--- config.mk ---
export PLATFORM = sky130hd
export DESIGN_NAME = registerFile
export DESIGN_NICKNAME = d
export VERILOG_FILES = /design/src/mipsPkg.sv /design/src/registerFile.sv
export VERILOG_INCLUDE_DIRS = /design/src /design/src/src
export SDC_FILE = /design/constraint.sdc
export NUM_CORES = 2
export LEC_CHECK = 0
export BUFFER_PORTS_ARGS = -buffer_cell sky130_fd_sc_hd__buf_2
export CORE_AREA = 3 3 398 400
export CTS_BUF_LIST = sky130_fd_sc_hd__clkbuf_16
export DETAILED_ROUTE_END_ITERATION = 6
export DIE_AREA = 0 0 401 403
export PLACE_DENSITY = 0.53
export SLEW_MARGIN = 25
export SYNTH_ARGS = -nofsm -noshare
export SYNTH_HDL_FRONTEND = slang
export SYNTH_SLANG_ARGS = --single-unit
--- constraint.sdc ---
create_clock -name clk -period 2.2 [get_ports clk]
set_input_delay 0.22 -clock clk [delete_from_list [all_inputs] [get_ports clk]]
set_output_delay 0.22 -clock clk [all_outputs]
set_load 0.005 [all_outputs]
--- src/mips_config.svh ---
// Core-wide constants for the single-cycle MIPS core
// Reset vector follows the MIPS-I boot ROM convention
// Halt address zero is where a final jr $zero lands
// Register count must stay 32 for 5-bit register fields

`ifndef MIPS_CONFIG_SVH
`define MIPS_CONFIG_SVH

// PC value loaded during reset
`define MIPS_RESET_VECTOR 32'hBFC00000

// PC value that ends execution
`define MIPS_HALT_ADDRESS 32'h00000000

// General purpose registers
`define MIPS_REG_COUNT 32

`endif
--- src/mipsPkg.sv ---
// Shared types and encodings for the MIPS-I subset core
// Only opcodes and funct codes of the supported subset are listed

package mipsPkg;

  typedef logic [31:0] word_t;
  typedef logic [4:0]  regIndex_t;
  typedef logic [5:0]  opcode_t;
  typedef logic [5:0]  funct_t;
  typedef logic [1:0]  writeBackSel_t;
  typedef logic [1:0]  regDestSel_t;

  // Primary opcodes
  localparam opcode_t opSpecial = 6'h00;
  localparam opcode_t opJ       = 6'h02;
  localparam opcode_t opJal     = 6'h03;
  localparam opcode_t opBeq     = 6'h04;
  localparam opcode_t opBne     = 6'h05;
  localparam opcode_t opAddiu   = 6'h09;
  localparam opcode_t opSlti    = 6'h0A;
  localparam opcode_t opSltiu   = 6'h0B;
  localparam opcode_t opAndi    = 6'h0C;
  localparam opcode_t opOri     = 6'h0D;
  localparam opcode_t opXori    = 6'h0E;
  localparam opcode_t opLui     = 6'h0F;
  localparam opcode_t opLw      = 6'h23;
  localparam opcode_t opSw      = 6'h2B;

  // R-type function codes
  localparam funct_t fnSll   = 6'h00;
  localparam funct_t fnSrl   = 6'h02;
  localparam funct_t fnSra   = 6'h03;
  localparam funct_t fnJr    = 6'h08;
  localparam funct_t fnMfhi  = 6'h10;
  localparam funct_t fnMflo  = 6'h12;
  localparam funct_t fnMult  = 6'h18;
  localparam funct_t fnMultu = 6'h19;
  localparam funct_t fnAddu  = 6'h21;
  localparam funct_t fnSubu  = 6'h23;
  localparam funct_t fnAnd   = 6'h24;
  localparam funct_t fnOr    = 6'h25;
  localparam funct_t fnXor   = 6'h26;
  localparam funct_t fnSlt   = 6'h2A;
  localparam funct_t fnSltu  = 6'h2B;

  // Write-back sources
  localparam writeBackSel_t writeBackAlu = 2'd0;
  localparam writeBackSel_t writeBackMem = 2'd1;
  localparam writeBackSel_t writeBackPc4 = 2'd2;

  // Destination register choices
  localparam regDestSel_t regDestRt = 2'd0;
  localparam regDestSel_t regDestRd = 2'd1;
  localparam regDestSel_t regDestRa = 2'd2;

  // Decoded control word, all zero means no-op
  typedef struct packed {
    logic          regWrite;
    logic          memRead;
    logic          memWrite;
    regDestSel_t   regDest;
    writeBackSel_t writeBack;
    logic          aluSrcImm;
    logic          zeroExtend;
    logic          isBranch;
    logic          branchOnNotEqual;
    logic          isJump;
    logic          isJumpReg;
    logic          hiLoWrite;
  } controlSignals_t;

endpackage

--- src/registerFile.sv ---
// General purpose register file, 2 async reads and 1 sync write
// $zero is never written and always reads as zero
// Register 2 (v0) is brought out for result checking

`include "mips_config.svh"

module registerFile
  import mipsPkg::*;
(
  input  logic      clk,
  input  logic      reset,
  input  logic      writeEnable,
  input  regIndex_t readIndexA,
  input  regIndex_t readIndexB,
  input  regIndex_t writeIndex,
  input  word_t     writeData,
  output word_t     readDataA,
  output word_t     readDataB,
  output word_t     registerV0
);

  word_t registers [`MIPS_REG_COUNT];

  always_ff @(posedge clk)
  begin
    if (reset)
    begin
      for (int i = 0; i < `MIPS_REG_COUNT; i++)
      begin
        registers[i] <= '0;
      end
    end
    else if (writeEnable && (writeIndex != '0))
    begin
      registers[writeIndex] <= writeData;
    end
  end

  // Async read, $zero forced
  assign readDataA  = (readIndexA == '0) ? '0 : registers[readIndexA];
  assign readDataB  = (readIndexB == '0) ? '0 : registers[readIndexB];
  assign registerV0 = registers[2];

endmodule

After elaboration in Yosys (flattened, before gate mapping)
Memory sizes are Yosys's and may differ from the RTL's.
Cells that the tools add are included.
{"block": "classes", "mux": 10, "n_reduce_logical": 5}
{"op": "two-way mux 32 bit", "n": 3}
{"op": "OR reduction 32 bit", "n": 1}
{"op": "zero test 5 bit", "n": 2}
{"op": "two-way mux 1 bit", "n": 6}
{"op": "two-way mux 5 bit", "n": 1}
{"op": "nonzero test 5 bit", "n": 1}
{"op": "logical AND 1 bit", "n": 1}
{"block": "word_totals", "ff_bits": 0, "mem_bits_rw": 1024, "out_inout_bits": 96, "mem_count": 1}
{"name": "registers", "depth": 32, "word_bits": 32, "read_ports": 3, "rd_clocked_by_memory_dff": 0, "write_ports": 32, "line_no": "registerFile.sv:22", "text": "word_t registers [`MIPS_REG_COUNT];"}

Logic depth before layout (Yosys ltp)
{"block": "logic_depth", "ltp_word": 7, "ltp_mapped": 9}

Least setup slack after synthesis
Ideal clock, no wire load.
{"block": "synth_timing", "path_kind": "input port to output port", "from": "in readIndexB[0]", "to": "out readDataB[12]", "arrival_ns": 1.878, "t_required_ns": 1.980, "path_slack_ns": 0.102, "cell_stages": 6, "n_path_buf": 3, "cell_sequence": "buf_2 > buf_4 > buf_2 > mux4_2 > a2111oi_0 > nor3_1"}
{"block": "synth_between", "elab_chain_cells": 2, "elab_cells_between_ends": 3}
{"item": "start: declaration", "line_no": "registerFile.sv:14", "text": "input regIndex_t readIndexB,"}
{"item": "memory (32 x 32 bit) or zero test 5 bit (tied branches)"}
{"item": "two-way mux 32 bit *", "line_no": "registerFile.sv:41", "text": "assign readDataB = (readIndexB == '0) ? '0 : registers[readIndexB];"}
{"item": "end: declaration", "line_no": "registerFile.sv:18", "text": "output word_t readDataB,"}
Every way passes the cells marked *; elsewhere a longest branch is shown, timed or not.

==> run metrics <==
Top reg by flops registers; pin count of the biggest net entering global routing 64; final hold violations 0; most area-hungry cell type in the Yosys netlist edfxtp_1; die area 161,600 um^2; Sink Count 1,024; Setup WS pre-CTS -0.8337 ns; number of flip-flops in the largest register 1,024; mean post-synth cell area 15.49 um^2; initial drt markers 4,264; root buffer cell clkbuf_16; first-pass GRT wire length 277,700 um; Req. time, crit path 1.98 ns; Yosys top cell area share 56.85%; Final min period 2.916 ns; Slew Limit Fails 0; Setup WS post-layout -0.7158 ns; vias per std cell 5.790; post-route ant nets 0; GPL Wtd Cong 0.8698; Filler Cell Count 13,910; Gate Count Post-Synth 3,492; all-layer global routing usage 24.23%; Slew HR 52.77%; sequential area share after synthesis 56.85%; failing checks setup timing; htree depth 3; Inserted Clock Buffers 110; DRT Wirelength 197,500 um; top flop regs registers x1024; measured slew at the worst slew-check pin 0.7085 ns; Area growth, synth to finish 23.72%; Synth Warn # 0; drt wl/cell 32.58 um; final HPWL from detailed placement 130,000 um; initial core utilization 34.75%; Global Route met1 Usage 33.91%; Die Height 403 um; Worst EP arrival 2.70 ns; flops & latches, synth 1,024; dominant synthesized flop cell edfxtp_1; Peak VDD IR 0.0006509 V; nets 3,957; drt drc 0; CTS tree done; Setup crit start registers[23][14]; end point of the critical path readDataA[14]; DR vias 35,110; # setup viols final 64; Static Leakage 23.69 nW; post-layout util 42.99%; worst-path fanout max 2; Row Count 145; most common cell after layout, fill and taps aside edfxtp_1; layout cells sized above 1 39.38%; First-pass DRT Iterations 5; Most Crowded Layer GR met2; top cells by area, synth edfxtp_1, mux4_2, and2_1, mux2i_1, clkbuf_1; clk buf depth 3; Post-synth EDFFs 1,024; RSZ-0062 raised after global routing true; startpoint types flip-flop; Max Cap Violations 0; # IOs 146; Worst Path Class, Setup reg2out; most frequent cells in the layout edfxtp_1, and2_1, mux4_2; Power Dens Cells 733.8 nW/um^2; post-synth cell types 41; status complete, but fails checks; Hold Path Class in2reg; M3 GR Usage 4.355%; antenna violations before repair 24; Final period util 132.5%; area of the mapped netlist 54,090 um^2; Peak Freq 343.0 MHz; total power 0.04910 W; number of global-route vias before repair 35,530; gr ovfl total 0; Die X 401 um; Clock Pin Slew Worst Setup and Hold Paths 0.06 ns; asr flop ratio synth 0%; count of input and output buffers 145; Core Footprint 155,700 um^2; crit end category output pin; grt met2 use 38.40%; # hold bufs at CTS 0
final cells by class:
cell class                 instances  area (um^2)  share of cell area (%)
clock inverter                    90        744.5                   1.113
timing repair buffer             653         6336                   9.468
antenna                            8        20.02                 0.02992
inverter                           1        3.754                0.005609
sequential                      1024        30750                   45.95
tap                             2058         2575                   3.848
multi-input combinational       2117        23690                   35.40
clock buffer                     112         2803                   4.188
report_power, final:
| group | switching [W] | internal (W) |
|---|---|---|
| sequential | 0.000604 | 0.0225 |
| combinational | 0.00381 | 0.00339 |
| clock | 0.00816 | 0.0106 |
| total | 0.0126 | 0.0365 |
timing repair:
action	CTS	global route
endpoints found under the setup margin	64	64
setup buffers	34	10
pin swaps	127	10
resized for setup	290	17
cell families after synthesis:
group | count (synthesis) | synth area share (%)
AO/OA/AOI/OAI | 257 | 3.588
buffers and inverters | 382 | 3.114
flip-flops | 1024 | 56.85
multiplexers | 656 | 23.18
other | 1 | 0.006933
AND/OR/NAND/NOR | 1172 | 13.26
worst max-delay path: stages (launching register included):
cell and delay [ns]:
edfxtp_1 0.42, mux4_2 0.49, mux4_2 0.57, o22ai_1 0.15
buf_4 0.14, nor3_2 0.06, buf_2 0.14
stage by stage:
stage                     instance area [um^2]  hold slack (ns)  instances  setup TNS (ns)
after floorplan                          54200           0.4182       3523               0
after global placement                   61490           0.7077       5835          -29.27
after detailed placement                 61490           0.7014       5835          -29.70
after CTS                                66750         0.004748       6048          -38.67
after global routing                     66900         0.007444       6055          -39.98
final                                    66920          0.02957       6063          -35.06
cell usage after synthesis (2+ instances only):
cell and number:
nor2b_1 9, mux4_2 474, and3_1 3, o22ai_1 79
a22o_1 51, mux2i_1 151, a22oi_1 17, nand3_1 6
buf_2 56, buf_1 13, a211oi_1 29, a21oi_1 13
nor4_1 5, nand2b_1 7, a221oi_1 3, o21ai_0 3
o221ai_1 26, buf_6 10, nand3b_1 5, nor2_1 37
o211a_1 3, a2111oi_0 26, nor3_1 54, or3b_2 3
or2_2 33, a32o_1 4, buf_4 28, edfxtp_1 1024
o211ai_1 3, nand2_1 8, and2_1 995, or3_1 2
mux2_2 31, clkbuf_1 274
routing by layer:
metal | vias up | share of wire (%)
met4 | 8 | 3.3
met1 | 18690 | 42
met5 | - | 0.025
met2 | 1710 | 47
li1 | 14400 | -
met3 | 297 | 8.2
how the worst min path moves through the flow:
stage,cells past startpoint,startpoint,endpoint,slack (ns)
after floorplan,1,writeData[31],registers[1][31],0.42
after global placement,1,registers[2][3],registerV0[3],0.71
after detailed placement,1,registers[2][3],registerV0[3],0.70
after CTS,2,reset,registers[0][7],0.005
after global routing,2,reset,registers[0][7],0.007
final,2,reset,registers[0][7],0.03
(Power assumes the default switching activity.)
