[src/mips_config.svh]
// Core-wide constants for the single-cycle MIPS core
// Reset vector follows the MIPS-I boot ROM convention
// Halt address zero is where a final jr $zero lands
// Register count must stay 32 for 5-bit register fields

`ifndef MIPS_CONFIG_SVH
`define MIPS_CONFIG_SVH

// PC value loaded during reset
`define MIPS_RESET_VECTOR 32'hBFC00000

// PC value that ends execution
`define MIPS_HALT_ADDRESS 32'h00000000

// General purpose registers
`define MIPS_REG_COUNT 32

`endif
[src/mipsPkg.sv]
// Shared types and encodings for the MIPS-I subset core
// Only opcodes and funct codes of the supported subset are listed

package mipsPkg;

  typedef logic [31:0] word_t;
  typedef logic [4:0]  regIndex_t;
  typedef logic [5:0]  opcode_t;
  typedef logic [5:0]  funct_t;
  typedef logic [1:0]  writeBackSel_t;
  typedef logic [1:0]  regDestSel_t;

  // Primary opcodes
  localparam opcode_t opSpecial = 6'h00;
  localparam opcode_t opJ       = 6'h02;
  localparam opcode_t opJal     = 6'h03;
  localparam opcode_t opBeq     = 6'h04;
  localparam opcode_t opBne     = 6'h05;
  localparam opcode_t opAddiu   = 6'h09;
  localparam opcode_t opSlti    = 6'h0A;
  localparam opcode_t opSltiu   = 6'h0B;
  localparam opcode_t opAndi    = 6'h0C;
  localparam opcode_t opOri     = 6'h0D;
  localparam opcode_t opXori    = 6'h0E;
  localparam opcode_t opLui     = 6'h0F;
  localparam opcode_t opLw      = 6'h23;
  localparam opcode_t opSw      = 6'h2B;

  // R-type function codes
  localparam funct_t fnSll   = 6'h00;
  localparam funct_t fnSrl   = 6'h02;
  localparam funct_t fnSra   = 6'h03;
  localparam funct_t fnJr    = 6'h08;
  localparam funct_t fnMfhi  = 6'h10;
  localparam funct_t fnMflo  = 6'h12;
  localparam funct_t fnMult  = 6'h18;
  localparam funct_t fnMultu = 6'h19;
  localparam funct_t fnAddu  = 6'h21;
  localparam funct_t fnSubu  = 6'h23;
  localparam funct_t fnAnd   = 6'h24;
  localparam funct_t fnOr    = 6'h25;
  localparam funct_t fnXor   = 6'h26;
  localparam funct_t fnSlt   = 6'h2A;
  localparam funct_t fnSltu  = 6'h2B;

  // Write-back sources
  localparam writeBackSel_t writeBackAlu = 2'd0;
  localparam writeBackSel_t writeBackMem = 2'd1;
  localparam writeBackSel_t writeBackPc4 = 2'd2;

  // Destination register choices
  localparam regDestSel_t regDestRt = 2'd0;
  localparam regDestSel_t regDestRd = 2'd1;
  localparam regDestSel_t regDestRa = 2'd2;

  // Decoded control word, all zero means no-op
  typedef struct packed {
    logic          regWrite;
    logic          memRead;
    logic          memWrite;
    regDestSel_t   regDest;
    writeBackSel_t writeBack;
    logic          aluSrcImm;
    logic          zeroExtend;
    logic          isBranch;
    logic          branchOnNotEqual;
    logic          isJump;
    logic          isJumpReg;
    logic          hiLoWrite;
  } controlSignals_t;

endpackage

[src/controlUnit.sv]
// Main decoder for the MIPS-I subset
// Unsupported opcode or funct values decode to an all-zero word
// ALU function itself is picked in the execute stage from opcode/funct

module controlUnit
  import mipsPkg::*;
(
  input  opcode_t         opcode,
  input  funct_t          funct,
  output controlSignals_t control
);

  always_comb
  begin
    // Default no-op
    control = '0;
    case (opcode)
      opSpecial:
      begin
        case (funct)
          fnSll, fnSrl, fnSra, fnAddu, fnSubu, fnAnd, fnOr, fnXor,
          fnSlt, fnSltu, fnMfhi, fnMflo:
          begin
            control.regWrite  = 1'b1;
            control.regDest   = regDestRd;
            control.writeBack = writeBackAlu;
          end
          fnJr:
          begin
            control.isJumpReg = 1'b1;
          end
          fnMult, fnMultu:
          begin
            control.hiLoWrite = 1'b1;
          end
          default:
          begin
            control = '0;
          end
        endcase
      end
      // Sign-extended immediate forms
      opAddiu, opSlti, opSltiu:
      begin
        control.regWrite  = 1'b1;
        control.regDest   = regDestRt;
        control.writeBack = writeBackAlu;
        control.aluSrcImm = 1'b1;
      end
      // Logical immediates zero extend, lui ignores the extension
      opAndi, opOri, opXori, opLui:
      begin
        control.regWrite   = 1'b1;
        control.regDest    = regDestRt;
        control.writeBack  = writeBackAlu;
        control.aluSrcImm  = 1'b1;
        control.zeroExtend = 1'b1;
      end
      opLw:
      begin
        control.regWrite  = 1'b1;
        control.memRead   = 1'b1;
        control.regDest   = regDestRt;
        control.writeBack = writeBackMem;
        control.aluSrcImm = 1'b1;
      end
      opSw:
      begin
        control.memWrite  = 1'b1;
        control.aluSrcImm = 1'b1;
      end
      opBeq:
      begin
        control.isBranch = 1'b1;
      end
      opBne:
      begin
        control.isBranch         = 1'b1;
        control.branchOnNotEqual = 1'b1;
      end
      opJ:
      begin
        control.isJump = 1'b1;
      end
      // Link goes to $ra
      opJal:
      begin
        control.isJump    = 1'b1;
        control.regWrite  = 1'b1;
        control.regDest   = regDestRa;
        control.writeBack = writeBackPc4;
      end
      default:
      begin
        control = '0;
      end
    endcase
  end

endmodule

[config.mk]
export PLATFORM = sky130hd
export DESIGN_NAME = controlUnit
export DESIGN_NICKNAME = d
export VERILOG_FILES = /design/src/mips_config.svh /design/src/mipsPkg.sv /design/src/controlUnit.sv
export SDC_FILE = /design/constraint.sdc
export NUM_CORES = 1
export LEC_CHECK = 0
export BUFFER_PORTS_ARGS = -buffer_cell sky130_fd_sc_hd__buf_2
export CORE_AREA = 2 2 39 41
export DETAILED_ROUTE_END_ITERATION = 8
export DIE_AREA = 0 0 41 43
export PLACE_DENSITY = 0.54
export SETUP_SLACK_MARGIN = 0.2
export SLEW_MARGIN = 20
export SYNTH_ARGS = -nofsm -noshare
export SYNTH_HDL_FRONTEND = slang
export SYNTH_SLANG_ARGS = --single-unit
[constraint.sdc]
create_clock -name vclk -period 2.3
set_input_delay 0.46 -clock vclk [all_inputs]
set_output_delay 0.46 -clock vclk [all_outputs]
set_load 0.01 [all_outputs]
Word level (Yosys, flattened, before mapping)
Cells that the tools add are included.
- reduce and logical (&&, ||, !) cells: 9
- eq/ne operators: 27
- muxes and demuxes: 14
- operators by type and width (operator ; number):
    $eq 6x6->1 const B ; 9
    $eq 6x4->1 const B ; 8
    $eq 6x2->1 const B ; 4
    $eq 6x5->1 const B ; 4
    $reduce_or 9->1 ; 2
    $eq 6x3->1 const B ; 2
    $logic_not 6->1 ; 2
    $pmux 4 s3 ; 1
    $reduce_or 12->1 ; 1
    $mux 1 ; 10
    $reduce_or 2->1 ; 3
    $reduce_or 4->1 ; 1
    $mux 3 ; 1
    $mux 2 ; 1
    $pmux 1 s2 ; 1
- word-level logic and storage cells: 50
- output and inout port bits: 14
- input port bits: 12
- bits in registers: 0

Logic depth before layout (Yosys ltp)
Gate-level depths: netlist of run 1.
- word-level depth: 4
- gate-level depth with buffers: 4
- depth with buffers taken out: 4

Least setup slack after synthesis of run 1
Ideal clock, no wire load.
- path kind: input-to-output
- start point: input opcode[2]
- end point: output control[9] (netlist bit)
- data arrival time: 1712 ps
- stages on the path: 3
- required time: 1840 ps
- buffers on the path: 0
- setup slack: 128 ps
- path through: or4_4 or3_4 o31ai_1
- RTL lines (what ; RTL line ; text):
    start: declaration ; controlUnit.sv:8 ; input opcode_t opcode,
    end: declaration ; controlUnit.sv:10 ; output controlSignals_t control

==> results of run 1 <==
## power by group
group / internal, mW / leakage (nW) / switching (mW)
Combinational: 0.0295 / 0.270 / 0.0304
Sequential: 0 / 0 / 0
Clock: 0 / 0 / 0
## cells by family after synthesis
| logic type | count (synthesis) | synth area share [%] |
|---|---|---|
| AO/OA/AOI/OAI | 8 | 23.0 |
| buffers and inverters | 5 | 10.5 |
| multiplexers | 2 | 8.50 |
| AND/OR/NAND/NOR | 25 | 58.0 |
## timing repair
| action | in CTS | in global routing |
|---|---|---|
| setup endpoints to repair | 4 | 4 |
| resized for setup | 4 | 4 |
| pin swaps | 2 | 3 |
| buffers inserted | 1 | 0 |
## synth_stat cells
cell      instances  area, sq um
inv_1             3         11.3
nand4b_1          1         8.76
buf_4             2         15.0
o21ai_0           3         15.0
and3_1            2         12.5
nor3b_1           2         15.0
nor4_1            2         12.5
mux2i_1           1         10.0
a31oi_1           1         6.26
o311ai_2          1         16.3
o31ai_1           1         7.51
and2_1            1         6.26
nand2_1           5         18.8
a21oi_1           1         5.00
nor2b_1           1         6.26
nor3_1            4         20.0
or3_4             1         11.3
and3_2            1         7.51
mux2_2            1         11.3
nor2_1            4         15.0
a21o_1            1         7.51
or4_4             1         11.3
## final timing paths
| kind | startpoint | end | cells after the start |
|---|---|---|---|
| min | funct[0] | control[1] | 3 |
| max | opcode[2] | control[13] | 5 |
## metal layers
layer | GRT usage (%) | routed length, um | up-vias
li1 | - | - | 211
met1 | 12.4 | 372 | 180
met2 | 14.7 | 393 | 18
met3 | 0 | 67 | 0
met4 | 0 | 0 | 0
met5 | 0 | 0 | -
## area by class of cell
type                       instances  area [sq um]
multi-input combinational         35           258
tap                               16          20.0
fill                             149           890
inverter                           3          11.3
timing repair buffer              33           205
## critical path, delay by kind of cell
family / cells / cell delay (ns)
simple gates: 2 / 0.91
buf+inv: 2 / 0.26
compound gates: 1 / 0.25
## stage by stage
step           area, sq um  TNS, ns  worst slack, ns  hold slack [ns]
3_5_place_dp           445  -0.0626          -0.0526             1.22
6_report               494  -0.0334          -0.0334             1.21
4_1_cts                473  -0.0672          -0.0304             1.22
2_1_floorplan          265        0            0.189            0.964
5_1_grt                494   -0.169          -0.0781             1.23
3_3_place_gp           445  -0.0514          -0.0461             1.22
## cells in the final DEF (no fill, tap or decap)
| cell | instances |
|---|---|
| nor3_1 | 3 |
| buf_2 | 23 |
| and3_2 | 1 |
| mux2_2 | 1 |
| nor3b_1 | 2 |
| nor4_1 | 2 |
| nor2b_1 | 1 |
| and2_1 | 1 |
| buf_4 | 6 |
| nor2_2 | 1 |
| a21oi_1 | 1 |
| or4_4 | 1 |
| or3_4 | 1 |
| o31ai_2 | 1 |
| mux2i_1 | 1 |
| a31oi_1 | 1 |
| inv_1 | 3 |
| nand4b_1 | 1 |
| buf_6 | 4 |
| o21ai_0 | 3 |
| o311ai_4 | 1 |
| and3_4 | 1 |
| nor3_4 | 1 |
| a21o_1 | 1 |
| nor2_1 | 3 |
| and3_1 | 1 |
| nand2_1 | 5 |
==> impl_metrics.csv, run 1 <==
group,metric,value,unit
job,cap_viol_max_count,0,
layout,syn_to_final_growth,97.5,%
worst_setup_path,crit_path_max_incr_delay,0.54,ns
detailed_routing,wl,834,um
timing,max_freq,0.429,GHz
die,start_util,18.1,%
timing,maxSlewViolCount,0,
grt,grt_pass1_vias,300,
power_and_ir_drop,irDropWorstVdd,70.6,uV
power_and_ir_drop,power,0.0599,mW
synth,ys_seq_area_share,0,%
worst_setup_path,crit_chain,"buf_6 -> or4_4 -> or3_4 -> o311ai_4 -> buf_2",
status,violations,"negative setup slack",
timing,grt_setup_unrepaired,"yes",
synth,ys_warn_count,0,
synth,synth.distinct_cells,22,
grt,grt_pass1_wl,1150,um
layout,clkbuf_count,0,
synth,synth_fp_nets,52,
die,die_area,1760,sq um
detailed_routing,remaining_drc_errors,0,
detailed_routing,wl_per_cell,9.59,um
place,dp.cells,86,
power_and_ir_drop,total_leakage_power,0.270,nW
die,die_w,41,um
status,outcome,"finished, violations left",
worst_setup_path,crit_fanout,2,
power_and_ir_drop,power_density,121,nW/um^2
layout,stdcell_count,87,
detailed_routing,vias_per_cell,4.70,
place,place_congestion,0.634,
detailed_routing,antenna_left,0,
worst_setup_path,critPathRequiredTime,1.84,ns
worst_setup_path,cp_slowest_cell,"or4_4",
clock_tree,cts_hold_repair.buffers,0,
timing,hold_violations,0,
timing,setup_viol,1,
layout,nFlopsAndLatches,0,
die,die_y,43,um
synth,netlist_area,250,sq um
layout,seqCellArea,0,sq um
min_path,hp-class,"in2out",
synth,syn_inst,40,
worst_setup_path,endpoint_kind,"primary output",
timing,fin_ws,-0.0334,ns
die,core_area,1380,sq um
detailed_routing,first_iter_violations,4,
layout,drive_above_1_share,59.2,%
place,dpl.hpwl,705,um
grt,grt_overflow,0,
layout,diodes,0,
timing,fin_crit,2.33,ns
grt,grt_max_degree,9,
grt,track_usage,8.61,%
place,io_buffer_count,26,
timing,min_period_over_period,101,%
layout,postLayoutCoreUtil,35.7,%
detailed_routing,dr.pass1.iters,3,
die,core.rowCount,14,
worst_setup_path,worst_ep_arrival_time,1.87,ns
synth,postSynthAreaPerCell,6.26,sq um
detailed_routing,vias,409,
die,io_pins,26,
worst_setup_path,crit_path_start_kind,"input pin",
timing,relSlewSlack,72.7,%
grt,antenna_found_initial,0,
timing,worst_pin_slew,0.408,ns
layout,nets,85,
worst_setup_path,crit_type,"in2out",
Power figures use the tool's default switching activity.
==> run 2: changes to the inputs <==
--- a/config.mk
+++ b/config.mk
@@ -10,7 +10,7 @@
 export DETAILED_ROUTE_END_ITERATION = 8
 export DIE_AREA = 0 0 41 43
 export PLACE_DENSITY = 0.54
-export SETUP_SLACK_MARGIN = 0.2
+export SETUP_SLACK_MARGIN = 0.05
 export SLEW_MARGIN = 20
 export SYNTH_ARGS = -nofsm -noshare
 export SYNTH_HDL_FRONTEND = slang
==> impl_metrics.csv, run 2 (same netlist as run 1, synthesis figures left out) <==
group,metric,value,unit
detailed_routing,antenna_left,0,
timing,fin_setup_tns,0,ns
worst_setup_path,cp_top_family,"simple AND/OR/NAND/NOR gates",
timing,max_freq,0.438,GHz
worst_setup_path,endpoint_kind,"primary output",
detailed_routing,wl,779,um
place,dpl.hpwl,670,um
clock_tree,cts_post_setup_buffers_inserted,0,
min_path,hp-class,"in2out",
timing,hold_violations,0,
worst_setup_path,crit_chain,"buf_6 -> or4_4 -> or3_4 -> o31ai_1 -> buf_2",
worst_setup_path,critPathRequiredTime,1.84,ns
power_and_ir_drop,power,0.0543,mW
grt,grt_overflow,0,
layout,seqCellArea,0,sq um
job,cap_viol_max_count,0,
timing,worst_pin_slew,0.316,ns
power_and_ir_drop,irDropWorstVdd,43.8,uV
die,die_area,1760,sq um
timing,maxSlewViolCount,0,
grt,grtUsageMet3,0,%
timing,relSlewSlack,78.8,%
detailed_routing,remaining_drc_errors,0,
worst_setup_path,critPathBufInv,2,
grt,busiest_layer,"met2",
min_path,hold_path.startpoint,"funct[4]",
timing,setup_viol,0,
place,io_buffer_count,26,
layout,syn_to_final_growth,74.0,%
layout,finalInstanceArea,435,sq um
min_path,whs_endpoint,"control[1]",
place,post_dp_cell_area,423,sq um
min_path,hold_depth,3,
layout,diodes,0,
grt,grt_pass1_vias,292,
worst_setup_path,crit_path_max_incr_delay,0.54,ns
layout,fill_cells,163,
die,io_pins,26,
layout,clkbuf_count,0,
place,dp.cells,85,
layout,nets,83,
detailed_routing,vias,385,
die,die_y,43,um
worst_setup_path,worst_ep_arrival_time,1.82,ns
timing,min_period_over_period,99.2,%
power_and_ir_drop,swShare,49.3,%
detailed_routing,first_iter_violations,4,
power_and_ir_drop,pwr-share-seq,0,%
timing,fin_crit,2.28,ns
power_and_ir_drop,power_density,125,nW/um^2
power_and_ir_drop,total_leakage_power,0.240,nW
detailed_routing,vias_per_cell,4.53,
layout,stdcell_count,85,
die,start_util,18.1,%
timing,grt_setup_unrepaired,"yes",
worst_setup_path,crit_fanout,3,
die,die_w,41,um
die,core.rowCount,14,
power_and_ir_drop,internal_power,0.0275,mW
place,place_congestion,0.603,
layout,postLayoutCoreUtil,31.5,%
power_and_ir_drop,comb_power_share,100.0,%
grt,track_usage,8.49,%
worst_setup_path,crit_type,"in2out",
detailed_routing,dr.pass1.iters,3,
layout,layout_commonest_cell,"buf_2",
die,core_area,1380,sq um
grt,grt_max_degree,9,
grt,use_met1,11.4,%
power_and_ir_drop,clkPwrFrac,0,%
grt,grt_pass1_wl,1150,um
power_and_ir_drop,power.switching,0.0268,mW
detailed_routing,wl_per_cell,9.16,um
worst_setup_path,crit_path_start_kind,"input pin",
layout,nFlopsAndLatches,0,
grt,antenna_found_initial,0,
layout,drive_above_1_share,52.2,%
layout,multiInputGateArea,224,sq um
status,outcome,"complete, no violations",
worst_setup_path,cp_slowest_cell,"or4_4",
layout,final_cell_mix,"buf_2, nand2_1, buf_4, nor3_1, nor2_1",
grt,grt_use_met2,15.3,%
[run 2: cell types whose count changed in the layout (fill, tap and decap cells not counted), sizes merged]
cell	delta
buf	-2
[run 2: what timing repair did]
item,4_1_cts,5_1_grt
hold buffers,0,0
gates resized for setup,1,1
pin swaps,1,0
setup endpoints to repair,2,2
[run 2: worst max-delay path by stage]
stage	from	to	slack [ns]	cells after the start
after floorplan	opcode[2]	control[9]	0.13	3
after global placement	opcode[2]	control[13]	-0.03	5
after detailed placement	opcode[2]	control[13]	-0.05	5
after CTS	opcode[2]	control[9]	0.006	5
after global routing	opcode[2]	control[13]	-0.03	5
final	opcode[2]	control[9]	0.02	5
[run 2: area by class of cell]
type | instances | area share (%)
multi-input combinational | 35 | 51.4
timing repair buffer | 31 | 41.4
tap | 16 | 4.60
inverter | 3 | 2.59
[run 2: routing by layer]
metal / part of all wire [%] / up-vias / wire length, um
met4: 0 / 0 / 0
met2: 49 / 14 / 382
met5: 0 / - / 0
met1: 44 / 164 / 341
met3: 7.1 / 0 / 55
li1: - / 207 / -
[run 2: per-stage QoR]
| stage | setup WS [ns] | hold slack (ns) |
|---|---|---|
| after floorplan | 0.128 | 0.964 |
| after CTS | 0.00591 | 1.21 |
| final | 0.0182 | 1.21 |
| after global placement | -0.0337 | 1.20 |
| after detailed placement | -0.0468 | 1.21 |
| after global routing | -0.0265 | 1.24 |
[run 2: tightest hold or removal path: stages]
cell and delay [ns]:
buf_2 0.11, nor3_1 0.05, buf_2 0.12
[run 2: power by group through the flow]
stage | Combinational [mW] | Sequential [mW] | Clock, mW
after floorplan | 0.0203 | 0 | 0
after global placement | 0.0520 | 0 | 0
after detailed placement | 0.0527 | 0 | 0
after CTS | 0.0539 | 0 | 0
after global routing | 0.0599 | 0 | 0
final | 0.0543 | 0 | 0
==> run 3: changes to the inputs <==
--- a/config.mk
+++ b/config.mk
@@ -5,11 +5,12 @@
 export SDC_FILE = /design/constraint.sdc
 export NUM_CORES = 1
 export LEC_CHECK = 0
-export BUFFER_PORTS_ARGS = -buffer_cell sky130_fd_sc_hd__buf_2
 export CORE_AREA = 2 2 39 41
 export DETAILED_ROUTE_END_ITERATION = 8
 export DIE_AREA = 0 0 41 43
-export PLACE_DENSITY = 0.54
+export DONT_BUFFER_PORTS = 1
+export GPL_TIMING_DRIVEN = 0
+export PLACE_DENSITY = 0.38
 export SETUP_SLACK_MARGIN = 0.05
 export SLEW_MARGIN = 20
 export SYNTH_ARGS = -nofsm -noshare
==> impl_metrics.csv, run 3 (same netlist as run 1, synthesis figures left out) <==
group,metric,value,unit
status,outcome,"complete, no violations",
layout,drive_above_1_share,22.5,%
timing,fin_ws,0.118,ns
detailed_routing,wl_per_cell,12.2,um
layout,syn_to_final_growth,12.0,%
worst_setup_path,crit_fanout,8,
layout,nets,54,
timing,relSlewSlack,71.6,%
timing,grt_setup_unrepaired,"no",
min_path,hold_path.startpoint,"funct[0]",
grt,antenna_found_initial,0,
timing,worst_pin_slew,0.423,ns
worst_setup_path,crit_path_start_kind,"input pin",
grt,grt_overflow,0,
die,die_w,41,um
layout,diodes,0,
detailed_routing,vias_per_cell,5.21,
detailed_routing,first_iter_violations,3,
die,die_area,1760,sq um
place,io_buffer_count,0,
worst_setup_path,critPathRequiredTime,1.84,ns
power_and_ir_drop,pwr-share-seq,0,%
place,dp.cells,56,
die,core_area,1380,sq um
power_and_ir_drop,power.switching,0.0110,mW
power_and_ir_drop,irDropWorstVdd,23.6,uV
die,die_y,43,um
timing,maxSlewViolCount,0,
min_path,hp-class,"in2out",
worst_setup_path,crit_chain,"or4_4 -> or3_4 -> o311ai_2",
worst_setup_path,crit_type,"in2out",
detailed_routing,antenna_left,0,
power_and_ir_drop,power_density,80.2,nW/um^2
layout,final_cell_mix,"nand2_1, nor2_1, nor3_1, inv_1, o21ai_0",
power_and_ir_drop,comb_power_share,100.0,%
power_and_ir_drop,swShare,49.2,%
die,core.rowCount,14,
detailed_routing,dr.pass1.iters,2,
die,start_util,18.1,%
grt,grt_pass1_wl,1060,um
layout,nFlopsAndLatches,0,
timing,hold_violations,0,
grt,grt_pass1_vias,295,
timing,fin_crit,2.18,ns
worst_setup_path,crit_path_max_incr_delay,0.54,ns
grt,track_usage,7.89,%
worst_setup_path,worst_ep_arrival_time,1.72,ns
grt,grt_max_degree,9,
job,cap_viol_max_count,0,
layout,stdcell_count,56,
timing,min_period_over_period,94.9,%
power_and_ir_drop,clkPwrFrac,0,%
worst_setup_path,cp_slowest_cell,"or4_4",
min_path,hold_depth,1,
power_and_ir_drop,internal_power,0.0114,mW
die,io_pins,26,
place,place_congestion,0.592,
timing,max_freq,0.458,GHz
min_path,whs_endpoint,"control[1]",
layout,layout_commonest_cell,"nand2_1",
place,pre_cts_ws,0.0576,ns
layout,seqCellArea,0,sq um
worst_setup_path,endpoint_kind,"primary output",
detailed_routing,remaining_drc_errors,0,
detailed_routing,vias,292,
detailed_routing,wl,681,um
place,dpl.hpwl,559,um
timing,fin_setup_tns,0,ns
layout,clkbuf_count,0,
power_and_ir_drop,total_leakage_power,0.102,nW
clock_tree,cts_hold_repair.buffers,0,
timing,setup_viol,0,
[run 3: cell count changes in the layout (fill, tap and decap cells not counted)]
cell     change
buf_4        -3
o31ai_2      +1
buf_6        -2
buf_2       -24
nor3_2       +1
nor3_1       -1
o31ai_1      -1
[run 3: worst max path at each step]
stage	slack (ns)	start	endpoint
floorplan	0.13	opcode[2]	control[9]
global placement	0.05	opcode[2]	control[9]
detailed placement	0.06	opcode[2]	control[9]
CTS	0.11	opcode[2]	control[13]
global route	0.07	opcode[2]	control[13]
finish	0.12	opcode[2]	control[13]
[run 3: layout make-up]
class	count	area, sq um
Inverter	3	11.3
Tap cell	16	20.0
Multi-Input combinational cell	35	234
Fill cell	160	1100
Buffer	2	15.0
[run 3: what timing repair did]
item | CTS | global route
endpoints found under the hold margin | 0 | 0
setup buffers | 0 | 0
endpoints found under the setup margin | 1 | 1
resized for setup | 1 | 1
[run 3: per-layer routing]
metal	global-route usage [%]	wire length, um	share of wire, %	vias to the layer above
li1	-	-	-	147
met1	9.18	270	40	125
met2	12.8	282	41	20
met3	4.71	129	19	0
met4	0	0	0	0
met5	0	0	0	-
[run 3: stage by stage]
step	instance area (sq um)	power (mW)	hold slack [ns]	utilization, %
after floorplan	250	0.0203	0.964	-
after global placement	270	0.0223	0.969	19.5
after detailed placement	270	0.0224	0.970	19.5
after CTS	275	0.0228	0.970	19.9
after global routing	280	0.0256	0.961	20.3
final	280	0.0225	0.957	20.3
[run 3: power by group through the flow]
stage	sequential, mW	clock (mW)	combinational (mW)
global route	0	0	0.0256
detailed placement	0	0	0.0224
CTS	0	0	0.0228
floorplan	0	0	0.0203
global placement	0	0	0.0223
finish	0	0	0.0225
[run 3: worst max-delay path, delay by kind of cell]
kind / cells / cell delay [ns]
AND/OR/NAND/NOR: 2 / 0.90
AO/OA/AOI/OAI: 1 / 0.37
