`config.mk`:
```
export PLATFORM = sky130hd
export DESIGN_NAME = programCounter
export DESIGN_NICKNAME = d
export VERILOG_FILES = /design/src/mipsPkg.sv /design/src/programCounter.sv
export VERILOG_INCLUDE_DIRS = /design/src /design/src/src
export SDC_FILE = /design/constraint.sdc
export NUM_CORES = 1
export LEC_CHECK = 0
export ABC_CLOCK_PERIOD_IN_PS = 4450
export BUFFER_PORTS_ARGS = -buffer_cell sky130_fd_sc_hd__buf_2
export CORE_MARGIN = 3
export CORE_UTILIZATION = 30
export CTS_BUF_LIST = sky130_fd_sc_hd__clkbuf_4 sky130_fd_sc_hd__clkbuf_8
export DETAILED_ROUTE_END_ITERATION = 16
export PLACE_DENSITY_LB_ADDON = 0.15
export SYNTH_ARGS = -nofsm -noshare
export SYNTH_HDL_FRONTEND = slang
export SYNTH_SLANG_ARGS = --single-unit
```
`constraint.sdc`:
```
create_clock -name clk -period 4.45 [get_ports clk]
set_input_delay 0.2225 -clock clk [delete_from_list [all_inputs] [get_ports clk]]
set_output_delay 0.2225 -clock clk [all_outputs]
set_load 0.03 [all_outputs]
```
`src/mips_config.svh`:
```
// Core-wide constants for the single-cycle MIPS core
// Reset vector follows the MIPS-I boot ROM convention
// Halt address zero is where a final jr $zero lands
// Register count must stay 32 for 5-bit register fields

`ifndef MIPS_CONFIG_SVH
`define MIPS_CONFIG_SVH

// PC value loaded during reset
`define MIPS_RESET_VECTOR 32'hBFC00000

// PC value that ends execution
`define MIPS_HALT_ADDRESS 32'h00000000

// General purpose registers
`define MIPS_REG_COUNT 32

`endif
```
`src/mipsPkg.sv`:
```
// Shared types and encodings for the MIPS-I subset core
// Only opcodes and funct codes of the supported subset are listed

package mipsPkg;

  typedef logic [31:0] word_t;
  typedef logic [4:0]  regIndex_t;
  typedef logic [5:0]  opcode_t;
  typedef logic [5:0]  funct_t;
  typedef logic [1:0]  writeBackSel_t;
  typedef logic [1:0]  regDestSel_t;

  // Primary opcodes
  localparam opcode_t opSpecial = 6'h00;
  localparam opcode_t opJ       = 6'h02;
  localparam opcode_t opJal     = 6'h03;
  localparam opcode_t opBeq     = 6'h04;
  localparam opcode_t opBne     = 6'h05;
  localparam opcode_t opAddiu   = 6'h09;
  localparam opcode_t opSlti    = 6'h0A;
  localparam opcode_t opSltiu   = 6'h0B;
  localparam opcode_t opAndi    = 6'h0C;
  localparam opcode_t opOri     = 6'h0D;
  localparam opcode_t opXori    = 6'h0E;
  localparam opcode_t opLui     = 6'h0F;
  localparam opcode_t opLw      = 6'h23;
  localparam opcode_t opSw      = 6'h2B;

  // R-type function codes
  localparam funct_t fnSll   = 6'h00;
  localparam funct_t fnSrl   = 6'h02;
  localparam funct_t fnSra   = 6'h03;
  localparam funct_t fnJr    = 6'h08;
  localparam funct_t fnMfhi  = 6'h10;
  localparam funct_t fnMflo  = 6'h12;
  localparam funct_t fnMult  = 6'h18;
  localparam funct_t fnMultu = 6'h19;
  localparam funct_t fnAddu  = 6'h21;
  localparam funct_t fnSubu  = 6'h23;
  localparam funct_t fnAnd   = 6'h24;
  localparam funct_t fnOr    = 6'h25;
  localparam funct_t fnXor   = 6'h26;
  localparam funct_t fnSlt   = 6'h2A;
  localparam funct_t fnSltu  = 6'h2B;

  // Write-back sources
  localparam writeBackSel_t writeBackAlu = 2'd0;
  localparam writeBackSel_t writeBackMem = 2'd1;
  localparam writeBackSel_t writeBackPc4 = 2'd2;

  // Destination register choices
  localparam regDestSel_t regDestRt = 2'd0;
  localparam regDestSel_t regDestRd = 2'd1;
  localparam regDestSel_t regDestRa = 2'd2;

  // Decoded control word, all zero means no-op
  typedef struct packed {
    logic          regWrite;
    logic          memRead;
    logic          memWrite;
    regDestSel_t   regDest;
    writeBackSel_t writeBack;
    logic          aluSrcImm;
    logic          zeroExtend;
    logic          isBranch;
    logic          branchOnNotEqual;
    logic          isJump;
    logic          isJumpReg;
    logic          hiLoWrite;
  } controlSignals_t;

endpackage

```
`src/programCounter.sv`:
```
// Program counter with next-address selection
// No delay slot, the new PC applies to the very next instruction
// Priority is jr, then j/jal, then taken branch, then PC+4

`include "mips_config.svh"

module programCounter
  import mipsPkg::*;
(
  input  logic            clk,
  input  logic            reset,
  input  logic            enable,
  input  controlSignals_t control,
  input  logic            branchTaken,
  input  logic [15:0]     immediate,
  input  logic [25:0]     jumpField,
  input  word_t           jumpRegister,
  output word_t           pc,
  output word_t           pcPlusFour
);

  word_t branchTarget;
  word_t jumpTarget;
  word_t nextPc;

  assign pcPlusFour   = pc + 32'd4;
  // Word offset relative to PC+4
  assign branchTarget = pcPlusFour + {{14{immediate[15]}}, immediate, 2'b00};
  // Stays within the current 256 MB region
  assign jumpTarget   = {pcPlusFour[31:28], jumpField, 2'b00};

  always_comb
  begin
    if (control.isJumpReg)
      nextPc = jumpRegister;
    else if (control.isJump)
      nextPc = jumpTarget;
    else if (branchTaken)
      nextPc = branchTarget;
    else
      nextPc = pcPlusFour;
  end

  always_ff @(posedge clk)
  begin
    if (reset)
      pc <= `MIPS_RESET_VECTOR;
    else if (enable)
      pc <= nextPc;
  end

endmodule

```
Word level (Yosys, flattened, before mapping)
Cells that the tools add are included.
W data, S select, Z words.
{"block": "word_totals", "register_bits": 32, "input_bits": 92, "elab_cells": 6}
{"block": "classes", "n_addsub": 2, "muxes": 3}
{"operator": "$mux W32", "n": 3}
{"operator": "$add A32 B3 Y32 const B", "n": 1}
{"operator": "$add A32 B32 Y32", "n": 1}

Longest topological paths before layout
Gate-level depths: netlist of the first run.
{"block": "depth", "word_depth": 5, "mapped_depth": 16, "depth_no_buf": 15}

Least setup slack after synthesis of the first run
OpenSTA, ideal clock, no wires.
{"block": "synth_path", "path_kind": "flip-flop to flip-flop", "start": "reg pc[7]", "end": "reg pc[26]", "setup_time_ns": 0.127, "arrival_time_ns": 4.174, "path_slack_ns": 0.149, "stages_incl_launch_ff": 17, "path_buffers": 1, "synth_period_minus_slack_ns": 4.301, "path_cell_list": "dfxtp_1 nand4_1 or3b_1 buf_2 nor3_2 and2_1 nand2_1 xnor2_1 ha_1 a21o_1 a21o_1 a21oi_1 nand2_1 a31oi_1 xor2_1 a2111oi_0 or3_1"}
{"block": "synth_between", "elab_chain_len": 5}
{"element": "start: declaration", "line_no": "programCounter.sv:18", "source": "output word_t pc,"}
{"element": "start signal: assignment", "line_no": "programCounter.sv:47", "source": "pc <= `MIPS_RESET_VECTOR;"}
{"element": "start signal: assignment", "line_no": "programCounter.sv:49", "source": "pc <= nextPc;"}
{"element": "$add A32 B3 Y32", "line_no": "programCounter.sv:26", "source": "assign pcPlusFour = pc + 32'd4;"}
{"element": "net pcPlusFour[23]", "line_no": "programCounter.sv:19", "source": "output word_t pcPlusFour"}
{"element": "$add A32 B32 Y32", "line_no": "programCounter.sv:28", "source": "assign branchTarget = pcPlusFour + {{14{immediate[15]}}, immediate, 2'b00};"}
{"element": "$mux W32", "line_no": "programCounter.sv:38", "source": "else if (branchTaken)"}
{"element": "$mux W32", "line_no": "programCounter.sv:36", "source": "else if (control.isJump)"}
{"element": "$mux W32", "line_no": "programCounter.sv:34", "source": "if (control.isJumpReg)"}
The timed path passes the listed nets, and every way through them passes these cells.
A chain may end at the register's enable or synchronous reset.

Final worst setup path of the first run
{"block": "layout_path", "start": "reg pc[2]", "end": "reg pc[29]"}
{"block": "layout_between", "elab_chain_len": 5}
{"element": "$add A32 B3 Y32 *", "line_no": "programCounter.sv:26"}
{"element": "$add A32 B32 Y32", "line_no": "programCounter.sv:28"}
{"element": "$mux W32", "line_no": "programCounter.sv:38"}
{"element": "$mux W32 *", "line_no": "programCounter.sv:36"}
{"element": "$mux W32 *", "line_no": "programCounter.sv:34"}
Mark *: on every way between the ends. The rest lies on a longest branch, timed or not.

==> results.json, run 1 <==
{
  "critical_path_arrival_ns": 4.34,
  "seq_area_frac_synth_pct": 15.36,
  "unrepaired_setup_endpoints_after_global_routing": "no",
  "worst_setup_path_end_kind": "register",
  "place.detailed.instances": 890,
  "crit_path_top_delay_cell": "o41ai_1",
  "ff2ff_setup_slack_ns": 0.29,
  "grt_usage_pct": 21.20,
  "n_fill_cell": 1455,
  "area_delta_synth_final_pct": 26.22,
  "max_flop_register": "pc",
  "io_pins": 156,
  "power.share.switching_pct": 44.97,
  "seq_power_share_pct": 25.6,
  "antenna_found_initial": 0,
  "max_clock_freq_ghz": 0.2401,
  "cts_sinks": 32,
  "routed_wirelength_mm": 16.92,
  "cts_tree": "built",
  "r2r.worst_path.cells": 15,
  "buffer_ports.inserted": 143,
  "post_cts_resize_count": 0,
  "grt_remaining_overflow": 0,
  "design.core.area_um2": 13400,
  "power_leakage_nw": 2.365,
  "max-slew-margin-rel_pct": 34.60,
  "dpl.hpwl_mm": 12.99,
  "synth.top_cells.by_area": "dfxtp_1 (15%), ha_1 (11%), xnor2_1 (6.7%), nand2_1 (5.2%), a21oi_1 (5.2%)",
  "flop_and_latch_count_out_of_synthesis": 32,
  "run_status": "finished clean",
  "internal-power_mw": 0.7339,
  "critical_path.max_stage_delay_ns": 0.67,
  "antennaDiodeCount": 0,
  "detailroute.via_count": 4964,
  "hold_path_class": "input pin to register",
  "final_cell_mix": "buf_2 (143), nand2_1 (58), nor2_1 (53)",
  "firstDrtPassIters": 7,
  "switchingPower_mw": 0.5996,
  "final.hold.worst_slack_ns": 0.1531,
  "root_buffer": "clkbuf_8",
  "wire_length_of_the_first_global_routing_pass_mm": 25.41,
  "synth_nets": 708,
  "placement_rows": 42,
  "clockPowerShare_pct": 23.5,
  "detail_route.drc_violations": 0,
  "timing.critical_path.cells": "ha_1, nand4_1, nor2_1, buf_4, and4_1, xor2_1, ha_1, o211ai_1, a21o_1, nand2_1, a31oi_1, o41ai_1, o21ai_0, mux2i_1, a22oi_1",
  "cts.reportedPaths.clkPinSlew_ns": 0.09,
  "postRouteAntennaNets": 0,
  "floorplan.initialDensity_pct": 31.12,
  "timing_max_transition_violations_final": 0,
  "clockBufferDepth": 2,
  "finish.net_count": 850,
  "layout_worst_path_cycle_share_pct": 93.58,
  "post-synth-top-area-cell": "dfxtp_1",
  "dpl_worst_slack_ns": 0.3891,
  "period_needed_ns": 4.164,
  "hold_viol_final": 0,
  "die_w_um": 123.9,
  "setup_viol": 0,
  "hp-start": "jumpRegister[23]",
  "synth.distinct_cells": 66,
  "crit_path_start_kind": "register",
  "via_per_inst": 5.528,
  "flip_flop_count_of_the_largest_register_after_layout": 32,
  "cts-hold-fix-buffers": 0,
  "areal_power_density_over_the_cells_nw_per_um2": 253.3,
  "crit_path_start": "pc[2]$_SDFFE_PP0P_",
  "grt_pass1_vias": 4832,
  "synth_top_area_share_pct": 15.36,
  "tritoncts.num_buffers": 5,
  "die_area_um2": 15350,
  "synthCells": 579,
  "layout.cells.non_filler": 898,
  "power.ir.vdd_worst_mv": 0.1480,
  "finClkSkew_ns": 0.007044,
  "timing.critical_path.mode_cell": "ha_1",
  "setup_total_negative_slack_ns": 0,
  "setup_slack_ns": 0.2858,
  "clkLatencyLatePin_ns": 0.30,
  "post_synth_instance_area_um2": 4170,
  "first_iteration_detailed_routing_drc_count": 324,
  "post_route_cells_drive_above_1_share_pct": 25.48,
  "critPathRequiredTime_ns": 4.62,
  "regToRegStartpoint": "pc[2]$_SDFFE_PP0P_",
  "synth.avg_cell_area_um2": 7.203,
  "synthArstFlopShare_pct": 0,
  "max-cap-violations": 0,
  "post-cts-setup-buffer-count": 0,
  "layout_top_registers": "pc (32)",
  "grt_max_degree": 41,
  "dominantRegCellSynth": "dfxtp_1",
  "cts_h_tree_depth": 2,
  "timing_worst_setup_path_type": "register to register",
  "transition_at_the_pin_with_the_smallest_max_transition_slack_ns": 0.9773,
  "die_height_um": 123.9,
  "wl_per_cell_um": 18.84,
  "rr_endpoint": "pc[29]$_SDFFE_PP1P_",
  "synth.yosys.warnings": 0,
  "finalWeightedCongestion": 0.9040,
  "number_of_enable_flip_flop_cells_after_synthesis": 0,
  "power_frac_comb_pct": 50.9,
  "critPathCapture": "pc[29]$_SDFFE_PP1P_",
  "layout_commonest_cell": "buf_2",
  "cp_max_fo": 7
}
[area by class of cell]
| class | count | area (um2) | share of cell area, % |
|---|---|---|---|
| tap | 176 | 220.2 | 4.183 |
| sequential | 32 | 640.6 | 12.17 |
| clock buffer | 5 | 68.82 | 1.307 |
| clock inverter | 3 | 46.29 | 0.8795 |
| inverter | 17 | 63.81 | 1.212 |
| timing repair buffer | 165 | 880.8 | 16.73 |
| multi-input combinational | 500 | 3343 | 63.51 |
[routing by layer]
metal | up-vias | global-route usage, % | share of wire (%)
met5 | - | 0 | 0
met1 | 2295 | 28.98 | 46
met3 | 22 | 4.087 | 7.8
met2 | 187 | 34.71 | 44
li1 | 2460 | - | -
met4 | 0 | 4.586 | 1.7
[logic make-up after synthesis]
kind of cell / share of synthesized area [%]
simple gates: 24.84
compound gates: 33.36
buf+inv: 4.470
xor+xnor: 9.241
fa+ha+maj: 11.28
flops: 15.36
mux: 1.440
[how the worst min path moves through the flow]
stage	slack (ns)	end	cells past startpoint
finish	0.15	pc[23]$_SDFFE_PP1P_	3
global route	0.17	pc[23]$_SDFFE_PP1P_	3
CTS	0.16	pc[23]$_SDFFE_PP1P_	3
detailed placement	0.47	pc[23]$_SDFFE_PP1P_	3
global placement	0.46	pc[23]$_SDFFE_PP1P_	3
floorplan	0.35	pc[13]$_SDFFE_PP0P_	2
[power by group through the flow]
stage          Combinational, mW  Clock, mW  Sequential [mW]
6_report                   0.679      0.313            0.342
5_1_grt                    0.743      0.328            0.346
4_1_cts                    0.676      0.317            0.341
3_5_place_dp               0.672          0            0.348
3_3_place_gp               0.667          0            0.347
2_1_floorplan              0.418          0            0.385
[per-stage QoR]
stage	utilization, %	power (mW)	area [um2]
after floorplan	-	0.8033	4170
after global placement	38.42	1.014	5149
after detailed placement	38.42	1.020	5149
after CTS	39.28	1.334	5264
after global routing	39.28	1.416	5264
final	39.28	1.334	5264
[synthesized netlist by cell type, drive strengths merged, types with 2 or more instances]
master and n:
a2111oi 2, a211o 3, a211oi 21, a21boi 2
a21o 15, a21oi 43, a221oi 7, a22oi 10
a311oi 2, a31oi 5, and2 6, and3 9
and4 6, buf 7, clkbuf 23, clkinv 2
dfxtp 32, ha 36, inv 15, mux2i 6
nand2 58, nand2b 6, nand3 21, nand4 11
nor2 53, nor2b 5, nor3 11, nor3b 2
nor4 3, o211ai 12, o21a 9, o21ai 38
o21bai 5, o221ai 5, o22ai 5, o311ai 3
o31ai 8, o41ai 2, or3 9, xnor2 32
xor2 12
[worst max-delay path, delay by kind of cell (launching register included)]
kind / cells / cell delay (ns)
AOI/OAI and AO/OA: 6 / 1.55
xor gates and xnor gates: 1 / 0.28
adders and majority gates: 2 / 0.57
buffers and inverters: 1 / 0.15
DFF: 1 / 0.45
muxes: 1 / 0.21
and+or+nand+nor: 4 / 0.82
Note: power is estimated with default switching activity, not from simulation.
==> inputs of run 2 (changes only) <==
--- a/config.mk
+++ b/config.mk
@@ -6,13 +6,14 @@
 export SDC_FILE = /design/constraint.sdc
 export NUM_CORES = 1
 export LEC_CHECK = 0
-export ABC_CLOCK_PERIOD_IN_PS = 4450
+export ABC_CLOCK_PERIOD_IN_PS = 5200
 export BUFFER_PORTS_ARGS = -buffer_cell sky130_fd_sc_hd__buf_2
 export CORE_MARGIN = 3
 export CORE_UTILIZATION = 30
 export CTS_BUF_LIST = sky130_fd_sc_hd__clkbuf_4 sky130_fd_sc_hd__clkbuf_8
 export DETAILED_ROUTE_END_ITERATION = 16
 export PLACE_DENSITY_LB_ADDON = 0.15
+export SETUP_SLACK_MARGIN = 0.5
 export SYNTH_ARGS = -nofsm -noshare
 export SYNTH_HDL_FRONTEND = slang
 export SYNTH_SLANG_ARGS = --single-unit
==> constraint.sdc (replaced) <==
create_clock -name clk -period 5.2 [get_ports clk]
set_input_delay 0.26 -clock clk [delete_from_list [all_inputs] [get_ports clk]]
set_output_delay 0.26 -clock clk [all_outputs]
set_load 0.03 [all_outputs]
==> run 2 against run 1 <==
Critical path depth is 3 lower. Non-clock buffer count is 19 lower. Die area stayed put. Final cell count is 2.1% lower. Worst hold slack better by 0.053 ns. Clock skew is 0.00078 ns higher. Largest power group unchanged. Highest routed layer is now met5. Clock power is 28% lower. Final area is 2.6% lower.
==> results.json, run 2 (synthesis results as in run 1) <==
{
  "run_status": "finished clean",
  "grt_met1_usage_pct": 30.10,
  "crit_path_start_kind": "register",
  "hp-start": "jumpRegister[23]",
  "floorplan.initialDensity_pct": 31.12,
  "buffer_ports.inserted": 143,
  "design.core.area_um2": 13400,
  "power_leakage_nw": 2.302,
  "clkLatencyLatePin_ns": 0.29,
  "post-cts-setup-buffer-count": 0,
  "power_frac_comb_pct": 51.8,
  "hold_viol_final": 0,
  "ff2ff_setup_slack_ns": 0.91,
  "critical_path_arrival_ns": 4.46,
  "dpl.hpwl_mm": 12.73,
  "power.ir.vdd_worst_mv": 0.1032,
  "layout_commonest_cell": "buf_2",
  "routed_wirelength_mm": 16.53,
  "root_buffer": "clkbuf_8",
  "kind_of_cell_with_the_highest_combined_delay_on_the_critical_path": "simple AND/OR/NAND/NOR gates",
  "die_area_um2": 15350,
  "setup_total_negative_slack_ns": 0,
  "via_per_inst": 5.675,
  "placement_rows": 42,
  "unrepaired_setup_endpoints_after_global_routing": "no",
  "worst_setup_path_end_kind": "register",
  "antennaDiodeCount": 0,
  "wire_length_of_the_first_global_routing_pass_mm": 25.51,
  "detail_route.drc_violations": 0,
  "grt_pass1_vias": 4759,
  "timing.critical_path.mode_cell": "xor2_1",
  "critical_path.max_stage_delay_ns": 0.57,
  "globalRouteMet2Util_pct": 34.00,
  "finish.net_count": 831,
  "layout.cells.non_filler": 879,
  "wl_per_cell_um": 18.81,
  "grt_remaining_overflow": 0,
  "cts.reportedPaths.clkPinSlew_ns": 0.08,
  "n_fill_cell": 1468,
  "timing_worst_setup_path_type": "register to register",
  "final_cell_mix": "buf_2 (143), nand2_1 (58), nor2_1 (53)",
  "transition_at_the_pin_with_the_smallest_max_transition_slack_ns": 0.8804,
  "crit_path_top_delay_cell": "or3b_1",
  "postRouteAntennaNets": 0,
  "setup_viol": 0,
  "grt_max_degree": 42,
  "max_flop_register": "pc",
  "max-slew-margin-rel_pct": 41.09,
  "switchingPower_mw": 0.4971,
  "rr_endpoint": "pc[26]$_SDFFE_PP1P_",
  "period_needed_ns": 4.286,
  "layout_worst_path_cycle_share_pct": 82.42,
  "post_route_cells_drive_above_1_share_pct": 23.61,
  "power.share.switching_pct": 46.00,
  "seq_power_share_pct": 27.5,
  "cts-hold-fix-buffers": 0,
  "detailroute.via_count": 4988,
  "finClkSkew_ns": 0.007824,
  "cts_tree": "built",
  "postPlaceCellArea_um2": 5006,
  "post_cts_resize_count": 0,
  "flip_flop_count_of_the_largest_register_after_layout": 32,
  "critical_path_buf_inv_count": 0,
  "place.detailed.instances": 871,
  "cp_max_fo": 7,
  "areal_power_density_over_the_cells_nw_per_um2": 210.8,
  "wp_depth": 12,
  "r2r.worst_path.cells": 12,
  "tritoncts.num_buffers": 5,
  "finalWeightedCongestion": 0.9040,
  "clockPowerShare_pct": 20.7,
  "clockBufferDepth": 2,
  "final_design_area_no_fill_um2": 5126,
  "regToRegStartpoint": "pc[7]$_SDFFE_PP0P_",
  "antenna_found_initial": 1,
  "grt_util_met3_pct": 4.314,
  "critPathRequiredTime_ns": 5.38,
  "die_height_um": 123.9,
  "top_usage_layer": "met2",
  "area_delta_synth_final_pct": 22.92,
  "cts_h_tree_depth": 2,
  "first_iteration_detailed_routing_drc_count": 360,
  "internal-power_mw": 0.5836,
  "grt_usage_pct": 21.15,
  "timing.critical_path.cells": "nand4_1, or3b_1, nor3_4, xor2_1, ha_1, and3_1, a221oi_1, o31ai_1, a31oi_1, xor2_1, a2111oi_0, or3_1",
  "hold_path_class": "input pin to register",
  "io_pins": 156,
  "layout_top_registers": "pc (32)",
  "firstDrtPassIters": 5,
  "post-layout-total-power_mw": 1.081,
  "timing_max_transition_violations_final": 0,
  "cts_sinks": 32,
  "die_w_um": 123.9,
  "max-cap-violations": 0,
  "worstHoldPathCells": 3,
  "max_clock_freq_ghz": 0.2333,
  "timing.hold.worst_endpoint": "pc[23]$_SDFFE_PP1P_"
}
run 2: layer usage:
layer	wire length (um)	vias up
met5	7	-
met2	7265	191
met3	1287	14
met1	7814	2356
li1	-	2425
met4	158	2
run 2: how the worst max path moves through the flow:
stage	start	to	slack (ns)
finish	pc[7]$_SDFFE_PP0P_	pc[26]$_SDFFE_PP1P_	0.91
CTS	pc[2]$_SDFFE_PP0P_	pc[29]$_SDFFE_PP1P_	0.71
floorplan	pc[7]$_SDFFE_PP0P_	pc[26]$_SDFFE_PP1P_	0.90
global placement	pc[2]$_SDFFE_PP0P_	pc[29]$_SDFFE_PP1P_	0.85
global route	pc[7]$_SDFFE_PP0P_	pc[26]$_SDFFE_PP1P_	0.59
detailed placement	pc[2]$_SDFFE_PP0P_	pc[29]$_SDFFE_PP1P_	0.73
run 2: final cells by class:
| cell class | count | area [um2] | area share (%) |
|---|---|---|---|
| Inverter | 17 | 63.81 | 1.245 |
| Multi-Input combinational cell | 500 | 3366 | 65.66 |
| Timing Repair Buffer | 146 | 738.2 | 14.40 |
| Sequential cell | 32 | 640.6 | 12.50 |
| Clock inverter | 1 | 7.507 | 0.1464 |
| Clock buffer | 7 | 90.09 | 1.757 |
| Tap cell | 176 | 220.2 | 4.296 |
run 2: power groups by stage:
stage	logic [mW]	registers (mW)	clock network, mW
floorplan	0.358	0.330	0
global placement	0.549	0.301	0
detailed placement	0.553	0.302	0
CTS	0.556	0.296	0.226
global route	0.617	0.300	0.235
finish	0.560	0.297	0.224
run 2: per-stage QoR:
stage               util, %  setup WS, ns  hold slack (ns)
floorplan                 -        0.8988           0.3893
global placement      37.36        0.8471           0.4940
detailed placement    37.36        0.7280           0.5088
CTS                   38.09        0.7130           0.2143
global route          38.25        0.5906           0.2261
finish                38.25        0.9143           0.2060
run 2: worst reg2reg max path, delay by kind of cell (launching register included):
family	cells	cell delay, ns
AO/OA/AOI/OAI	4	0.88
adder cells (fa/ha/maj)	1	0.38
flip-flops	1	0.47
XOR/XNOR	2	0.68
AND/OR/NAND/NOR	5	1.77
==> inputs of run 3 (changes only) <==
--- a/config.mk
+++ b/config.mk
@@ -6,7 +6,7 @@
 export SDC_FILE = /design/constraint.sdc
 export NUM_CORES = 1
 export LEC_CHECK = 0
-export ABC_CLOCK_PERIOD_IN_PS = 5200
+export ABC_CLOCK_PERIOD_IN_PS = 3900
 export BUFFER_PORTS_ARGS = -buffer_cell sky130_fd_sc_hd__buf_2
 export CORE_MARGIN = 3
 export CORE_UTILIZATION = 30
==> constraint.sdc (replaced) <==
create_clock -name clk -period 3.9 [get_ports clk]
set_input_delay 0.195 -clock clk [delete_from_list [all_inputs] [get_ports clk]]
set_output_delay 0.195 -clock clk [all_outputs]
set_load 0.03 [all_outputs]
==> run 3 against run 2 <==
Critical path depth increased by 5. Sequential share of layout area decreased by 2.1 points. Register-to-register slack got worse by 0.64 ns. Wire length increased by 10%. Die area unchanged. First-iteration DRC count decreased by 11%. Clock power increased by 24%. Final area increased by 28%. Fmax increased by 18%. Combinational power increased by 76%. Setup slack got worse by 0.64 ns. Critical endpoint unchanged.
==> results.json, run 3 (synthesis results as in run 1) <==
{
  "setup_total_negative_slack_ns": 0,
  "wl_met2_mm": 8.644,
  "crit_path_top_delay_cell": "or3_1",
  "max-cap-violations": 0,
  "place.detailed.instances": 923,
  "period_needed_ns": 3.629,
  "layout_worst_path_cycle_share_pct": 93.04,
  "cts.reportedPaths.clkPinSlew_ns": 0.08,
  "root_buffer": "clkbuf_8",
  "hold_path_class": "input pin to register",
  "final_core_utilization_pct": 48.83,
  "cts_tree": "built",
  "grt_max_degree": 41,
  "critical_path_arrival_ns": 3.81,
  "post_route_cells_drive_above_1_share_pct": 44.47,
  "layout_top_registers": "pc (32)",
  "timing_worst_setup_path_type": "register to register",
  "crit_path_start_kind": "register",
  "layout.cells.non_filler": 954,
  "routed_wirelength_mm": 18.18,
  "post-layout-total-power_mw": 1.656,
  "die_area_um2": 15350,
  "run_status": "finished clean",
  "die_height_um": 123.9,
  "timing.critical_path.cells": "and4_4, or3b_1, buf_6, nor3_4, buf_6, and2_4, nand2_4, xnor2_4, ha_4, a21o_1, a21o_1, a21oi_2, nand2_2, a31oi_4, xor2_2, a2111oi_2, or3_1",
  "critical_path.max_stage_delay_ns": 0.38,
  "area_delta_synth_final_pct": 56.92,
  "wl_per_cell_um": 19.06,
  "cts-hold-fix-buffers": 0,
  "design.core.area_um2": 13400,
  "buffer_ports.inserted": 143,
  "wl_met1_mm": 7.901,
  "power.ir.vdd_worst_mv": 0.1118,
  "detail_route.drc_violations": 0,
  "cts_h_tree_depth": 2,
  "routed.top_layer": "met5",
  "clockBufferDepth": 2,
  "layout_commonest_cell": "buf_2",
  "transition_at_the_pin_with_the_smallest_max_transition_slack_ns": 0.9732,
  "critPathRequiredTime_ns": 4.09,
  "hold_viol_final": 0,
  "finClkSkew_ns": 0.004578,
  "finish.net_count": 906,
  "tritoncts.num_buffers": 5,
  "antenna_found_initial": 1,
  "cp_max_fo": 5,
  "clkLatencyLatePin_ns": 0.30,
  "io_pins": 156,
  "max_flop_register": "pc",
  "firstDrtPassIters": 5,
  "detailroute.via_count": 5320,
  "flip_flop_count_of_the_largest_register_after_layout": 32,
  "postRouteAntennaNets": 0,
  "grt_pass1_vias": 5103,
  "first_iteration_detailed_routing_drc_count": 322,
  "via_per_inst": 5.577,
  "setup_viol": 0,
  "grt_remaining_overflow": 0,
  "finalWeightedCongestion": 0.9497,
  "antennaDiodeCount": 0,
  "floorplan.initialDensity_pct": 31.12,
  "total_met3_wirelength_after_detailed_routing_mm": 1.438,
  "die_w_um": 123.9,
  "placement_rows": 42,
  "final_cell_mix": "buf_2 (143), buf_4 (71), nand2_1 (54)",
  "max_clock_freq_ghz": 0.2756,
  "max-slew-margin-rel_pct": 34.88,
  "areal_power_density_over_the_cells_nw_per_um2": 253.1,
  "dpl.hpwl_mm": 13.67,
  "timing_max_transition_violations_final": 0,
  "unrepaired_setup_endpoints_after_global_routing": "yes",
  "cts_sinks": 32,
  "grt_usage_pct": 22.66,
  "worst_setup_path_end_kind": "register",
  "power_leakage_nw": 2.843,
  "wire_length_of_the_first_global_routing_pass_mm": 27.01
}
-- run 3: cell count changes in the layout (fill, tap and decap cells not counted), sizes merged --
cell	change
buf	+75
clkbuf	-1
clkinv	+1
-- run 3: timing repair --
action,CTS,global route
buffers inserted,7,16
resized for setup,31,67
pin swaps,15,42
setup endpoints to repair,17,18
-- run 3: layout make-up --
type                            instances  area (um2)
Clock buffer                            6       76.32
Clock inverter                          2       11.26
Fill cell                            1353        6857
Inverter                               17       63.81
Multi-Input combinational cell        500        4167
Sequential cell                        32       678.2
Tap cell                              176       220.2
Timing Repair Buffer                  221        1328
-- run 3: worst max-delay path: cells and delay by family, from the launching register on --
kind            cells  cell delay (ns)
compound gates      5             0.81
simple gates        7             1.41
buf+inv             2             0.32
xor+xnor            2             0.38
flops               1             0.37
fa+ha+maj           1             0.23
-- run 3: worst paths after layout --
path,slack (ns),from,cells after the start,end
min,0.14,jumpRegister[25],3,pc[25]$_SDFFE_PP1P_
max reg2reg,0.27,pc[3]$_SDFFE_PP0P_,17,pc[26]$_SDFFE_PP1P_
min reg2reg,0.55,pc[0]$_SDFFE_PP0P_,2,pc[0]$_SDFFE_PP0P_
max,0.27,pc[3]$_SDFFE_PP0P_,17,pc[26]$_SDFFE_PP1P_
-- run 3: power breakdown --
group	total [mW]	internal, mW	switching [mW]
clock	0.278	0.131	0.147
combinational	0.984	0.422	0.562
sequential	0.394	0.352	0.0419
total	1.66	0.905	0.751
-- run 3: per-layer routing --
metal / global-route usage [%] / vias up
met5: 0 / -
met2: 38.09 / 185
met4: 3.901 / 2
met3: 5.767 / 16
li1: - / 2577
met1: 29.77 / 2540
-- run 3: stage by stage --
step,hold WS (ns),setup slack [ns],instance area (um2)
after floorplan,0.3242,0.2653,4563
after global placement,0.4415,0.1389,5783
after detailed placement,0.4521,0.1027,5783
after CTS,0.1338,0.3311,6056
after global routing,0.1594,0.1408,6544
final,0.1370,0.2713,6544
